==> config.mk <==
export PLATFORM = sky130hd
export DESIGN_NAME = rename_core
export DESIGN_NICKNAME = d
export VERILOG_FILES = /design/src/design/rename_pkg.sv /design/src/design/map_table.sv /design/src/design/prf.sv /design/src/design/retire_map.sv /design/src/design/rename_core.sv
export VERILOG_INCLUDE_DIRS = /design/src /design/src/design
export SDC_FILE = /design/constraint.sdc
export NUM_CORES = 2
export LEC_CHECK = 0
export BUFFER_PORTS_ARGS = -buffer_cell sky130_fd_sc_hd__buf_2
export CORE_UTILIZATION = 47
export DETAILED_ROUTE_END_ITERATION = 10
export PLACE_DENSITY = 0.65
export SKIP_CTS_REPAIR_TIMING = 1
export SYNTH_ARGS = -nofsm -noshare
export SYNTH_HDL_FRONTEND = slang
export SYNTH_SLANG_ARGS = --single-unit
export TNS_END_PERCENT = 10
==> constraint.sdc <==
create_clock -name clock -period 3.8 [get_ports clock]
set_clock_uncertainty 0.05 [all_clocks]
set_input_delay 0 -clock clock [delete_from_list [all_inputs] [get_ports clock]]
set_output_delay 0 -clock clock [all_outputs]
set_load 0.02 [all_outputs]
==> src/design/rename_config.svh <==
////////////////////////////////////////
// sizes for the rename stage, include before rename_pkg
// or any module that needs a width
////////////////////////////////////////

`ifndef RENAME_CONFIG_SVH
`define RENAME_CONFIG_SVH

// architectural registers, reg 0 is hard zero
`define ARCH_REGS    8
`define ARCH_LEN     3

// physical registers
`define PRF_SIZE     16
`define PRF_LEN      4

`define XLEN         32   // data word
`define RETIRE_DEPTH 8    // in-flight renamed instructions

`endif

==> src/design/rename_pkg.sv <==
////////////////////////////////////////
// shared types of the rename stage
////////////////////////////////////////

`include "rename_config.svh"

package rename_pkg;

    // register indices
    typedef logic [`ARCH_LEN-1:0] arch_idx_t;
    typedef logic [`PRF_LEN-1:0]  preg_idx_t;

    // data value
    typedef logic [`XLEN-1:0] word_t;

    // one preg per architectural register
    typedef preg_idx_t [`ARCH_REGS-1:0] map_t;

    // circular free list storage, one slot per preg
    typedef preg_idx_t [`PRF_SIZE-1:0] free_list_t;

    // one bit per physical register
    typedef logic [`PRF_SIZE-1:0] prf_mask_t;

    // number of free pregs, 0 to PRF_SIZE
    typedef logic [`PRF_LEN:0] free_cnt_t;

endpackage

==> src/design/map_table.sv <==
////////////////////////////////////////
// speculative rename map, renames the destination and
// looks up both sources of the dispatched instruction
////////////////////////////////////////

`timescale 1ns/1ps

`include "rename_config.svh"

module map_table
    import rename_pkg::*;
(
    input  logic      clock,
    input  logic      reset,
    input  logic      dispatch_enable,   // already qualified by dispatch_ready
    input  logic      dest_valid,
    input  logic      commit_mis_pred,
    input  arch_idx_t dest_arch,
    input  arch_idx_t src_a_arch,
    input  arch_idx_t src_b_arch,
    input  preg_idx_t new_preg,          // free list head
    input  map_t      committed_map,     // from retire map
    output preg_idx_t opa_preg,
    output preg_idx_t opb_preg,
    output preg_idx_t prev_preg,
    output logic      renamed
);

    map_t spec_map;

    ////////////////////////////////////////
    // lookup
    ////////////////////////////////////////

    // sources see the map before this instruction's own rename
    assign opa_preg  = spec_map[src_a_arch];
    assign opb_preg  = spec_map[src_b_arch];

    // old home of the destination, freed when this instruction commits
    assign prev_preg = spec_map[dest_arch];

    // arch reg 0 never leaves preg 0
    assign renamed   = dispatch_enable && dest_valid && (dest_arch != '0);

    ////////////////////////////////////////
    // update
    ////////////////////////////////////////

    always_ff @(posedge clock) begin
        if (reset) begin
            // identity map, arch i lives in preg i
            for (int i = 0; i < `ARCH_REGS; i++) begin
                spec_map[i] <= preg_idx_t'(i);
            end
        end else if (commit_mis_pred) begin
            spec_map <= committed_map;           // drop all speculative renames
        end else if (renamed) begin
            spec_map[dest_arch] <= new_preg;
        end
    end

endmodule

==> src/design/prf.sv <==
////////////////////////////////////////
// physical register file with ready bits, result bypass
// and the circular free list of physical registers
////////////////////////////////////////

`timescale 1ns/1ps

`include "rename_config.svh"

module prf
    import rename_pkg::*;
(
    input  logic       clock,
    input  logic       reset,
    input  preg_idx_t  opa_preg,
    input  preg_idx_t  opb_preg,
    input  logic       alloc,              // pop free list head
    input  logic       free_valid,         // push free_preg at tail
    input  preg_idx_t  free_preg,
    input  logic       cdb_valid,
    input  preg_idx_t  cdb_preg,
    input  word_t      cdb_result,
    input  logic       commit_mis_pred,
    input  prf_mask_t  valid_backup,       // recovery state from retire map
    input  free_list_t free_queue_backup,
    input  preg_idx_t  free_head_backup,
    input  preg_idx_t  free_tail_backup,
    output preg_idx_t  new_preg,
    output free_cnt_t  free_count,
    output logic       opa_ready,
    output word_t      opa_value,
    output logic       opb_ready,
    output word_t      opb_value
);

    word_t      values [`PRF_SIZE];
    prf_mask_t  ready;
    free_list_t free_queue;
    preg_idx_t  free_head;
    preg_idx_t  free_tail;
    logic       cdb_write;
    logic       hit_a;
    logic       hit_b;
    logic       push;

    ////////////////////////////////////////
    // operand read with bypass
    ////////////////////////////////////////

    assign cdb_write = cdb_valid && (cdb_preg != '0);   // preg 0 stays zero
    assign hit_a     = cdb_write && (cdb_preg == opa_preg);
    assign hit_b     = cdb_write && (cdb_preg == opb_preg);

    assign opa_value = hit_a ? cdb_result : values[opa_preg];
    assign opb_value = hit_b ? cdb_result : values[opb_preg];
    assign opa_ready = hit_a || ready[opa_preg];
    assign opb_ready = hit_b || ready[opb_preg];

    assign new_preg  = free_queue[free_head];
    assign push      = free_valid && (free_preg != '0);

    ////////////////////////////////////////
    // values and ready bits
    ////////////////////////////////////////

    always_ff @(posedge clock) begin
        if (reset) begin
            for (int i = 0; i < `PRF_SIZE; i++) begin
                values[i] <= '0;
                ready[i]  <= (i < `ARCH_REGS);   // identity-mapped regs hold 0
            end
        end else if (commit_mis_pred) begin
            // committed values are still in place, only the ready bits move
            ready <= valid_backup;
        end else begin
            if (push) begin
                ready[free_preg] <= 1'b0;
            end
            if (cdb_write) begin
                values[cdb_preg] <= cdb_result;
                ready[cdb_preg]  <= 1'b1;
            end
        end
    end

    ////////////////////////////////////////
    // free list
    ////////////////////////////////////////

    always_ff @(posedge clock) begin
        if (reset) begin
            for (int i = 0; i < `PRF_SIZE; i++) begin
                free_queue[i] <= (i < `PRF_SIZE - `ARCH_REGS) ?
                                 preg_idx_t'(`ARCH_REGS + i) : '0;
            end
            free_head  <= '0;
            free_tail  <= preg_idx_t'(`PRF_SIZE - `ARCH_REGS);
            free_count <= free_cnt_t'(`PRF_SIZE - `ARCH_REGS);
        end else if (commit_mis_pred) begin
            free_queue <= free_queue_backup;
            free_head  <= free_head_backup;
            free_tail  <= free_tail_backup;
            // never more than half full, so tail - head is unambiguous
            free_count <= {1'b0, preg_idx_t'(free_tail_backup - free_head_backup)};
        end else begin
            if (push) begin
                free_queue[free_tail] <= free_preg;
                free_tail             <= free_tail + 1'b1;   // wraps at PRF_SIZE
            end
            if (alloc) begin
                free_head <= free_head + 1'b1;
            end
            case ({push, alloc})
                2'b10:   free_count <= free_count + 1'b1;
                2'b01:   free_count <= free_count - 1'b1;
                default: free_count <= free_count;
            endcase
        end
    end

endmodule

==> src/design/retire_map.sv <==
////////////////////////////////////////
// in-order retire queue with the committed map and free list,
// source of the recovery state on a misprediction
////////////////////////////////////////

`timescale 1ns/1ps

`include "rename_config.svh"

module retire_map
    import rename_pkg::*;
(
    input  logic       clock,
    input  logic       reset,
    input  logic       renamed,
    input  arch_idx_t  dest_arch,
    input  preg_idx_t  dest_preg,
    input  preg_idx_t  prev_preg,
    input  logic       commit_valid,
    input  logic       commit_mis_pred,
    output logic       free_valid,
    output preg_idx_t  free_preg,
    output map_t       committed_map,
    output prf_mask_t  valid_backup,
    output free_list_t free_queue_backup,
    output preg_idx_t  free_head_backup,
    output preg_idx_t  free_tail_backup,
    output logic       queue_full
);

    localparam int RQ_LEN = $clog2(`RETIRE_DEPTH);

    // retire queue payload
    arch_idx_t rq_arch [`RETIRE_DEPTH];
    preg_idx_t rq_dest [`RETIRE_DEPTH];
    preg_idx_t rq_prev [`RETIRE_DEPTH];

    logic [RQ_LEN-1:0] rq_head;
    logic [RQ_LEN-1:0] rq_tail;
    logic [RQ_LEN:0]   rq_count;
    logic              enqueue;
    logic              retire;

    // committed state and its next value
    map_t       cmt_map;
    free_list_t cmt_queue;
    preg_idx_t  cmt_head;
    preg_idx_t  cmt_tail;
    map_t       map_next;
    free_list_t queue_next;
    preg_idx_t  head_next;
    preg_idx_t  tail_next;

    assign queue_full = (rq_count == `RETIRE_DEPTH);
    assign enqueue    = renamed && !commit_mis_pred;
    assign retire     = commit_valid && (rq_count != '0);

    assign free_preg  = rq_prev[rq_head];
    assign free_valid = retire && (free_preg != '0);

    ////////////////////////////////////////
    // committed state after this cycle's commit
    ////////////////////////////////////////

    always_comb begin
        map_next   = cmt_map;
        queue_next = cmt_queue;
        head_next  = cmt_head;
        tail_next  = cmt_tail;
        if (retire) begin
            map_next[rq_arch[rq_head]] = rq_dest[rq_head];
            head_next = cmt_head + 1'b1;   // its allocation is now committed
            if (free_valid) begin
                queue_next[cmt_tail] = free_preg;
                tail_next            = cmt_tail + 1'b1;
            end
        end
    end

    // recovery uses the next state so a commit in the mispredict cycle counts
    assign committed_map     = map_next;
    assign free_queue_backup = queue_next;
    assign free_head_backup  = head_next;
    assign free_tail_backup  = tail_next;

    always_comb begin
        valid_backup = '0;
        for (int i = 0; i < `ARCH_REGS; i++) begin
            valid_backup[map_next[i]] = 1'b1;   // committed pregs have their result
        end
    end

    ////////////////////////////////////////
    // queue control and committed copies
    ////////////////////////////////////////

    always_ff @(posedge clock) begin
        if (reset) begin
            rq_head  <= '0;
            rq_tail  <= '0;
            rq_count <= '0;
            for (int i = 0; i < `ARCH_REGS; i++) begin
                cmt_map[i] <= preg_idx_t'(i);
            end
            for (int i = 0; i < `PRF_SIZE; i++) begin
                cmt_queue[i] <= (i < `PRF_SIZE - `ARCH_REGS) ?
                                preg_idx_t'(`ARCH_REGS + i) : '0;
            end
            cmt_head <= '0;
            cmt_tail <= preg_idx_t'(`PRF_SIZE - `ARCH_REGS);
        end else begin
            cmt_map   <= map_next;
            cmt_queue <= queue_next;
            cmt_head  <= head_next;
            cmt_tail  <= tail_next;
            if (commit_mis_pred) begin
                rq_head  <= '0;                   // everything younger is squashed
                rq_tail  <= '0;
                rq_count <= '0;
            end else begin
                if (enqueue) rq_tail <= rq_tail + 1'b1;
                if (retire)  rq_head <= rq_head + 1'b1;
                case ({enqueue, retire})
                    2'b10:   rq_count <= rq_count + 1'b1;
                    2'b01:   rq_count <= rq_count - 1'b1;
                    default: rq_count <= rq_count;
                endcase
            end
        end
    end

    // payload write
    always_ff @(posedge clock) begin
        if (enqueue) begin
            rq_arch[rq_tail] <= dest_arch;
            rq_dest[rq_tail] <= dest_preg;
            rq_prev[rq_tail] <= prev_preg;
        end
    end

endmodule

==> src/design/rename_core.sv <==
////////////////////////////////////////
// rename stage top, map table + register file + retire map
////////////////////////////////////////

`timescale 1ns/1ps

`include "rename_config.svh"

module rename_core
    import rename_pkg::*;
(
    input  logic      clock,
    input  logic      reset,
    // dispatch
    input  logic      dispatch_enable,
    input  logic      dest_valid,
    input  arch_idx_t dest_arch,
    input  arch_idx_t src_a_arch,
    input  arch_idx_t src_b_arch,
    // writeback
    input  logic      cdb_valid,
    input  preg_idx_t cdb_preg,
    input  word_t     cdb_result,
    // commit
    input  logic      commit_valid,
    input  logic      commit_mis_pred,
    // status and operands
    output logic      dispatch_ready,
    output logic      opa_ready,
    output word_t     opa_value,
    output logic      opb_ready,
    output word_t     opb_value
);

    preg_idx_t  opa_preg;
    preg_idx_t  opb_preg;
    preg_idx_t  prev_preg;
    preg_idx_t  new_preg;
    logic       dispatch_fire;
    logic       renamed;
    logic       alloc;
    logic       free_valid;
    preg_idx_t  free_preg;
    map_t       committed_map;
    prf_mask_t  valid_backup;
    free_list_t free_queue_backup;
    preg_idx_t  free_head_backup;
    preg_idx_t  free_tail_backup;
    free_cnt_t  free_count;
    logic       queue_full;

    ////////////////////////////////////////
    // dispatch gating
    ////////////////////////////////////////

    assign dispatch_ready = (free_count != '0) && !queue_full;
    assign dispatch_fire  = dispatch_enable && dispatch_ready;   // else ignored
    assign alloc          = renamed;   // renamed is built from dispatch_fire

    map_table map_table_i (
        .clock           (clock),
        .reset           (reset),
        .dispatch_enable (dispatch_fire),
        .dest_valid      (dest_valid),
        .commit_mis_pred (commit_mis_pred),
        .dest_arch       (dest_arch),
        .src_a_arch      (src_a_arch),
        .src_b_arch      (src_b_arch),
        .new_preg        (new_preg),
        .committed_map   (committed_map),
        .opa_preg        (opa_preg),
        .opb_preg        (opb_preg),
        .prev_preg       (prev_preg),
        .renamed         (renamed)
    );

    prf prf_i (
        .clock             (clock),
        .reset             (reset),
        .opa_preg          (opa_preg),
        .opb_preg          (opb_preg),
        .alloc             (alloc),
        .free_valid        (free_valid),
        .free_preg         (free_preg),
        .cdb_valid         (cdb_valid),
        .cdb_preg          (cdb_preg),
        .cdb_result        (cdb_result),
        .commit_mis_pred   (commit_mis_pred),
        .valid_backup      (valid_backup),
        .free_queue_backup (free_queue_backup),
        .free_head_backup  (free_head_backup),
        .free_tail_backup  (free_tail_backup),
        .new_preg          (new_preg),
        .free_count        (free_count),
        .opa_ready         (opa_ready),
        .opa_value         (opa_value),
        .opb_ready         (opb_ready),
        .opb_value         (opb_value)
    );

    // dest_preg is the free list head taken by this rename
    retire_map retire_map_i (
        .clock             (clock),
        .reset             (reset),
        .renamed           (renamed),
        .dest_arch         (dest_arch),
        .dest_preg         (new_preg),
        .prev_preg         (prev_preg),
        .commit_valid      (commit_valid),
        .commit_mis_pred   (commit_mis_pred),
        .free_valid        (free_valid),
        .free_preg         (free_preg),
        .committed_map     (committed_map),
        .valid_backup      (valid_backup),
        .free_queue_backup (free_queue_backup),
        .free_head_backup  (free_head_backup),
        .free_tail_backup  (free_tail_backup),
        .queue_full        (queue_full)
    );

endmodule

Yosys cells after proc, flatten, opt, wreduce, memory -nomap -nowiden --
Memory sizes are Yosys's and may differ from the RTL's. A register that Yosys moved wholly into a read port is not among the register bits. Index checks and enable logic that the tools add are counted.
Storage, ports and cells: output and inout bits 67, memories 4, input bits 52, word-level logic and storage cells 249, flip-flop bits (word level) 239, memory bits (writable) 600
Cells by class: mux-type cells 85, reductions and logical operators 41, add/sub/neg operators 11, $lt $le $gt $ge 33, bitwise operators 10, equality and inequality tests 7
Memory list:
- prf_i.values | words 16, width 32, read ports 2, clocked after Yosys merged registers in 0, write ports 16, line prf.sv:36 | word_t values [`PRF_SIZE];
- retire_map_i.rq_dest | words 8, width 4, read ports 1, clocked after Yosys merged registers in 1, write ports 1, line retire_map.sv:35 | preg_idx_t rq_dest [`RETIRE_DEPTH];
- retire_map_i.rq_prev | words 8, width 4, read ports 1, clocked after Yosys merged registers in 1, write ports 1, line retire_map.sv:36 | preg_idx_t rq_prev [`RETIRE_DEPTH];
- retire_map_i.rq_arch | words 8, width 3, read ports 1, clocked after Yosys merged registers in 1, write ports 1, line retire_map.sv:34 | arch_idx_t rq_arch [`RETIRE_DEPTH];
Operators with widths (number):
- 64-bit 2-to-1 mux | 4
- 32-bit 2-to-1 mux | 6
- 64-bit bitwise mux | 2
- 16-bit OR | 8
- 16-bit 2-to-1 mux | 5
- 4-bit by 5-bit < comparator with 1-bit output (second input constant) | 15
- 4-bit 2-to-1 mux | 17
- 32-bit bitwise mux | 2
- 4-bit by 1-bit greater-or-equal comparator with 1-bit output (second input constant) | 12
- 1-bit demux with 4-bit select | 10
- 4-bit binary-select mux with 3-bit select | 3
- 4-bit demux with 4-bit select | 2
- 32-bit OR reduction | 1
- 1-bit logical AND | 25
- 4-bit demux with 3-bit select | 2
- 1-bit 2-to-1 mux | 21
- 4-bit by 1-bit adder with 4-bit output (second input constant) | 5
- 3-bit 2-to-1 mux | 6
- 16-bit AND | 1
- 4-bit binary-select mux with 4-bit select | 1
- 3-bit by 4-bit < comparator with 1-bit output (second input constant) | 4
- 16-bit inverter | 1
- 4-bit nonzero test | 3
- 5-bit case mux with 2 select lines | 1
- other kinds (18) | 30

Logic depth before layout (Yosys ltp) --
word-level depth 18, gate-level depth with buffers 18, mapped depth without buffers 13

Cells and area by module --
A second synthesis with hierarchy kept.
Unflattened totals: cells, all modules 3549, area, all modules 46484.6 um^2
By module, submodules not included:
- prf | cells an instance 2379, area an instance 34185.3 um^2, seq. area each 17236.5 um^2, instances 1
- retire_map | cells an instance 915, area an instance 9894.5 um^2, seq. area each 4984.8 um^2, instances 1
- map_table | cells an instance 250, area an instance 2372.3 um^2, seq. area each 640.6 um^2, instances 1
- rename_core | cells an instance 5, area an instance 32.5 um^2, seq. area each 0.0 um^2, instances 1

Worst setup path before layout --
Ideal clock, no wire load.
kind register to register, from register (tool-made name), to register prf_i.free_count[4], path slack 61 ps, setup time 71 ps, path buffers 5, clock period less this slack 3739 ps, required time 3679 ps, cell stages (with the launch flop) 19, arrival 3618 ps, cell sequence dfxtp_1 > buf_6 > buf_6 > buf_6 > mux4_2 > mux2i_1 > a41oi_2 > buf_2 > buf_2 > inv_1 > ha_1 > inv_1 > fa_1 > inv_1 > a21o_1 > a21oi_1 > xnor2_1 > or3_1 > a21oi_1
RTL lines:
- end signal: assignment | line prf.sv:98 | free_count <= free_cnt_t'(`PRF_SIZE - `ARCH_REGS);
- end signal: assignment | line prf.sv:104 | free_count <= {1'b0, preg_idx_t'(free_tail_backup - free_head_backup)};
- end signal: assignment | line prf.sv:114 | 2'b10: free_count <= free_count + 1'b1;
- end: declaration | line prf.sv:29 | output free_cnt_t free_count,

Worst setup path after layout --
from register map_table_i.spec_map[25] in the netlist's numbering, to output opa_value[3]
On the way: longest elaborated chain between the ends 5, elaborated cells on any way between the ends 6, classes of those cells eq/ne: 1; mux: 3; reduce/logical: 1; memory: 1
RTL lines:
- start: declaration | line map_table.sv:29 | map_t spec_map;
- start signal: indexed assignment | line map_table.sv:53 | spec_map[i] <= preg_idx_t'(i);
- start signal: assignment | line map_table.sv:56 | spec_map <= committed_map;
- start signal: indexed assignment | line map_table.sv:58 | spec_map[dest_arch] <= new_preg;
- 4-bit binary-select mux with 3-bit select (*) | line map_table.sv:36 | assign opa_preg = spec_map[src_a_arch];
- 4-bit 2-to-1 mux (implied by the code) (*) | line map_table.sv:36
- branches (longest 2 deep; another with memory read 16 x 32 bit)
- 32-bit 2-to-1 mux (*) | line prf.sv:54 | assign opa_value = hit_a ? cdb_result : values[opa_preg];
- end: declaration | line rename_core.sv:30 | output word_t opa_value,
Every way passes the cells marked *. The select of a mux whose other input is x is not followed.

==> metrics.txt <==
# TYPE chip_impl_metric gauge
chip_impl_info{name="most_repeated_cell_in_the_gate_level_netlist_after_synthesis",value="sky130_fd_sc_hd__edfxtp_1"} 1
chip_impl_metric{name="port-buffer-count",unit=""} 118
chip_impl_info{name="synth.cells.most_frequent",value="600 x sky130_fd_sc_hd__edfxtp_1, 582 x sky130_fd_sc_hd__mux2i_1, 495 x sky130_fd_sc_hd__and2_1"} 1
chip_impl_metric{name="synthesis_to_finish_area_growth",unit="%"} 14.82
chip_impl_metric{name="design.portCount",unit=""} 119
chip_impl_metric{name="grt_remaining_overflow",unit=""} 0
chip_impl_metric{name="timing.reg2reg.worst_path_depth",unit=""} 8
chip_impl_metric{name="synth_async_sr_flop_share",unit="%"} 0
chip_impl_metric{name="post-dp-hpwl",unit="um"} 89750
chip_impl_metric{name="achievable-frequency",unit="MHz"} 266.6
chip_impl_metric{name="cts_inserted_buffers",unit=""} 94
chip_impl_metric{name="mappedNetlistArea",unit="mm2"} 0.04612
chip_impl_info{name="run_status",value="complete, but fails checks"} 1
chip_impl_metric{name="cp_data_required_time",unit="ns"} 3.75
chip_impl_info{name="worstHoldStart",value="cdb_preg[3]"} 1
chip_impl_metric{name="global_route.usage.total",unit="%"} 28.50
chip_impl_info{name="worst_reg2reg_startpoint",value="retire_map_i.rq_count[0]"} 1
chip_impl_metric{name="avgViaCountPerCell",unit=""} 6.178
chip_impl_metric{name="layout-drive-gt1-share",unit="%"} 20.12
chip_impl_metric{name="maxSlewViolCount",unit=""} 0
chip_impl_metric{name="layout_min_cycle_time",unit="ns"} 3.750
chip_impl_metric{name="worst_rel_slew_slack",unit="%"} 13.30
chip_impl_info{name="hold_path_class",value="input pin to flop"} 1
chip_impl_metric{name="vias_in_the_first_global_route",unit=""} 32040
chip_impl_metric{name="min_delay_path_depth",unit=""} 5
chip_impl_metric{name="fp.dieH",unit="um"} 315.3
chip_impl_metric{name="power.density",unit="mW/mm2"} 453.8
chip_impl_metric{name="number_of_enable_type_register_cells_in_the_synthesized_netlist",unit=""} 600
chip_impl_metric{name="finish.utilization",unit="%"} 54.60
chip_impl_metric{name="fin_crit_sh",unit="%"} 98.69
chip_impl_metric{name="yosys.area.top_type_share",unit="%"} 39.07
chip_impl_metric{name="critical_path.max_fanout",unit=""} 56
chip_impl_info{name="cp-end-kind",value="primary output"} 1
chip_impl_info{name="ws_path_type",value="flop to primary output"} 1
chip_impl_metric{name="worst_skew_pair.late_latency",unit="ns"} 0.68
chip_impl_metric{name="grt_pass1_wl",unit="um"} 210600
chip_impl_metric{name="drt_pre_antenna_iters",unit=""} 11
chip_impl_metric{name="routabilityCongestion",unit=""} 0.9736
chip_impl_metric{name="start_util",unit="%"} 47.55
chip_impl_metric{name="regToRegSetupSlack",unit="ns"} 0.09
chip_impl_metric{name="timing.final.hold_violations",unit=""} 0
chip_impl_info{name="yosysTopAreaCell",value="sky130_fd_sc_hd__edfxtp_1"} 1
chip_impl_info{name="worstReg2RegEnd",value="prf_i.ready[4]"} 1
chip_impl_metric{name="row_count",unit=""} 114
chip_impl_metric{name="multi_input_area",unit="mm2"} 0.02219
chip_impl_metric{name="cts_sinks",unit=""} 842
chip_impl_metric{name="drc_errors",unit=""} 10
chip_impl_metric{name="grt_max_degree",unit=""} 86
chip_impl_metric{name="power.leakage",unit="nW"} 19.62
chip_impl_info{name="cts_tree",value="built"} 1
chip_impl_metric{name="synth.avg_cell_area",unit="um2"} 12.05
chip_impl_info{name="violations",value="design-rule violations"} 1
chip_impl_metric{name="core",unit="mm2"} 0.09699
chip_impl_metric{name="drv_cap",unit=""} 0
chip_impl_info{name="grt_setup_unrepaired",value="yes"} 1
chip_impl_metric{name="netlist_instances",unit=""} 3829
chip_impl_metric{name="worst_ir_drop_vdd",unit="mV"} 0.3664
chip_impl_metric{name="finish.net_count",unit=""} 4086
chip_impl_metric{name="timing.critical_path.arrival",unit="ns"} 3.70
chip_impl_metric{name="fin_worst_hold_slack",unit="ns"} 0.001146
chip_impl_metric{name="drtIter0Drc",unit=""} 3741
chip_impl_metric{name="wl",unit="um"} 147300
chip_impl_metric{name="totalPowerFinal",unit="W"} 0.02403
chip_impl_metric{name="worstMarginPinSlew",unit="ns"} 1.297
chip_impl_metric{name="pre_cts_slack",unit="ns"} 0.1980
chip_impl_metric{name="cts_htree_levels",unit=""} 3
chip_impl_metric{name="synth_warnings",unit=""} 0
chip_impl_info{name="hold-path-endpoint",value="prf_i.ready[3]"} 1
chip_impl_info{name="synth.area.top_cells",value="sky130_fd_sc_hd__edfxtp_1 39%, sky130_fd_sc_hd__mux2i_1 13%, sky130_fd_sc_hd__dfxtp_1 11%, sky130_fd_sc_hd__mux4_2 8.9%, sky130_fd_sc_hd__and2_1 6.7%"} 1
chip_impl_metric{name="dieWidth",unit="um"} 315.3
chip_impl_metric{name="vias",unit=""} 33150
chip_impl_metric{name="yosys.cell_types.count",unit=""} 71
chip_impl_metric{name="wl_per_cell",unit="um"} 27.46
chip_impl_metric{name="finalSetupViolCount",unit=""} 0
chip_impl_metric{name="grt_antenna_before_repair",unit=""} 10
chip_impl_metric{name="route.antenna.remaining_nets",unit=""} 0
chip_impl_metric{name="synth-seq-cells",unit=""} 842
chip_impl_metric{name="cts_buffer_depth",unit=""} 3
chip_impl_metric{name="die_area",unit="mm2"} 0.09939
chip_impl_metric{name="worst_slack",unit="ns"} 0.04961
chip_impl_info{name="critPathLaunchType",value="flop"} 1
chip_impl_metric{name="sequential_cell_area",unit="mm2"} 0.02286
chip_impl_metric{name="clk_pin_slew",unit="ns"} 0.06
chip_impl_metric{name="fillCellCount",unit=""} 8231
chip_impl_info{name="synth_flop_cell",value="sky130_fd_sc_hd__edfxtp_1"} 1
chip_impl_metric{name="synth_seq_area_share",unit="%"} 49.57
chip_impl_info{name="clock_tree.root_cell",value="sky130_fd_sc_hd__clkbuf_16"} 1
chip_impl_metric{name="antenna_cells",unit=""} 0
[cell type report]
type                            count  share of cell area, %
Sequential cell                   842                  43.17
Multi-Input combinational cell   2667                  41.90
Timing Repair Buffer              371                  5.758
Clock buffer                      112                  4.685
Tap cell                         1276                  3.015
Clock inverter                     66                  1.238
Inverter                           32                 0.2268
[kinds of logic (layout without fill, tap and decap cells)]
kind of cell    after synthesis  count (layout)  share of synthesized area, %
other cells                   1              32                      0.008131
flops                       842             842                         49.57
mux                         808             809                         22.67
buf+inv                     353             581                         3.440
compound gates              628             628                         9.878
fa+ha+maj                    26              26                        0.7542
xor+xnor                     32              32                        0.6077
simple gates               1139            1140                         13.07
[metrics by stage]
| stage | instance area [um2] | std cells | setup TNS [ns] |
|---|---|---|---|
| finish | 52960 | 5366 | 0 |
| global route | 52960 | 5366 | -0.05116 |
| CTS | 52040 | 5292 | -13.11 |
| detailed placement | 48900 | 5114 | 0 |
| global placement | 48900 | 5114 | 0 |
| floorplan | 46240 | 3860 | 0 |
[routing by layer]
layer | share of wire [%] | vias to the layer above | GRT usage [%]
li1 | - | 14710 | -
met1 | 41 | 16630 | 38.99
met2 | 48 | 1531 | 46.79
met3 | 7.9 | 267 | 4.335
met4 | 3.0 | 8 | 8.443
met5 | 0.035 | - | 0
[flip-flops by register name, indices dropped and copies added, names as in the netlist, named ones only]
register,cells
prf_i.free_head,4
retire_map_i.rq_count,4
prf_i.values,512
prf_i.free_tail,4
prf_i.ready,16
prf_i.free_count,5
retire_map_i.rq_dest,32
retire_map_i.rq_tail,3
prf_i.free_queue,64
retire_map_i.cmt_tail,4
retire_map_i.rq_head,3
retire_map_i.rq_prev,32
retire_map_i.cmt_map,32
retire_map_i.cmt_queue,64
retire_map_i.rq_arch,24
retire_map_i.cmt_head,4
map_table_i.spec_map,32
[cells in the final DEF, fill, tap and decap left out, drive strengths merged, types with 46 or more instances in the layout]
master / instances
mux4: 182
clkbuf: 118
o22ai: 56
a211oi: 58
nor2: 247
a22oi: 112
nor3b: 48
mux2i: 586
buf: 319
and2: 495
o21a: 67
nand2: 191
a31oi: 64
a21oi: 108
dfxtp: 242
dlygate4sd3: 46
edfxtp: 600
o21ai: 70
[where the power goes]
group          total (W)  internal [W]  switching (W)  leakage (nW)
Combinational    0.00432       0.00185        0.00246          10.4
Sequential        0.0104        0.0102       0.000208          7.66
Clock            0.00931       0.00537        0.00394          1.52
Total             0.0240        0.0174        0.00661          19.6
[how the worst max path moves through the flow]
stage / start / end / slack (ns) / cells past startpoint
2_1_floorplan: flop / prf_i.free_count[4] / 0.06 / 18
3_3_place_gp: retire_map_i.rq_count[0] / prf_i.ready[4] / 0.21 / 8
3_5_place_dp: retire_map_i.rq_count[0] / prf_i.ready[4] / 0.20 / 8
4_1_cts: map_table_i.spec_map[6] / opb_value[13] / -0.34 / 9
5_1_grt: map_table_i.spec_map[25] / opa_value[3] / -0.02 / 8
6_report: map_table_i.spec_map[25] / opa_value[3] / 0.05 / 8
[worst max-delay path, cell delays in order (launching register included)]
cell	delay, ns
sky130_fd_sc_hd__dfxtp_1	0.36
sky130_fd_sc_hd__mux4_2	0.55
sky130_fd_sc_hd__mux2_8	0.53
sky130_fd_sc_hd__buf_12	0.31
sky130_fd_sc_hd__mux2i_1	0.14
sky130_fd_sc_hd__mux4_2	0.54
sky130_fd_sc_hd__a22oi_2	0.17
sky130_fd_sc_hd__o21a_1	0.14
sky130_fd_sc_hd__buf_2	0.15
Power figures use the tool's default switching activity.
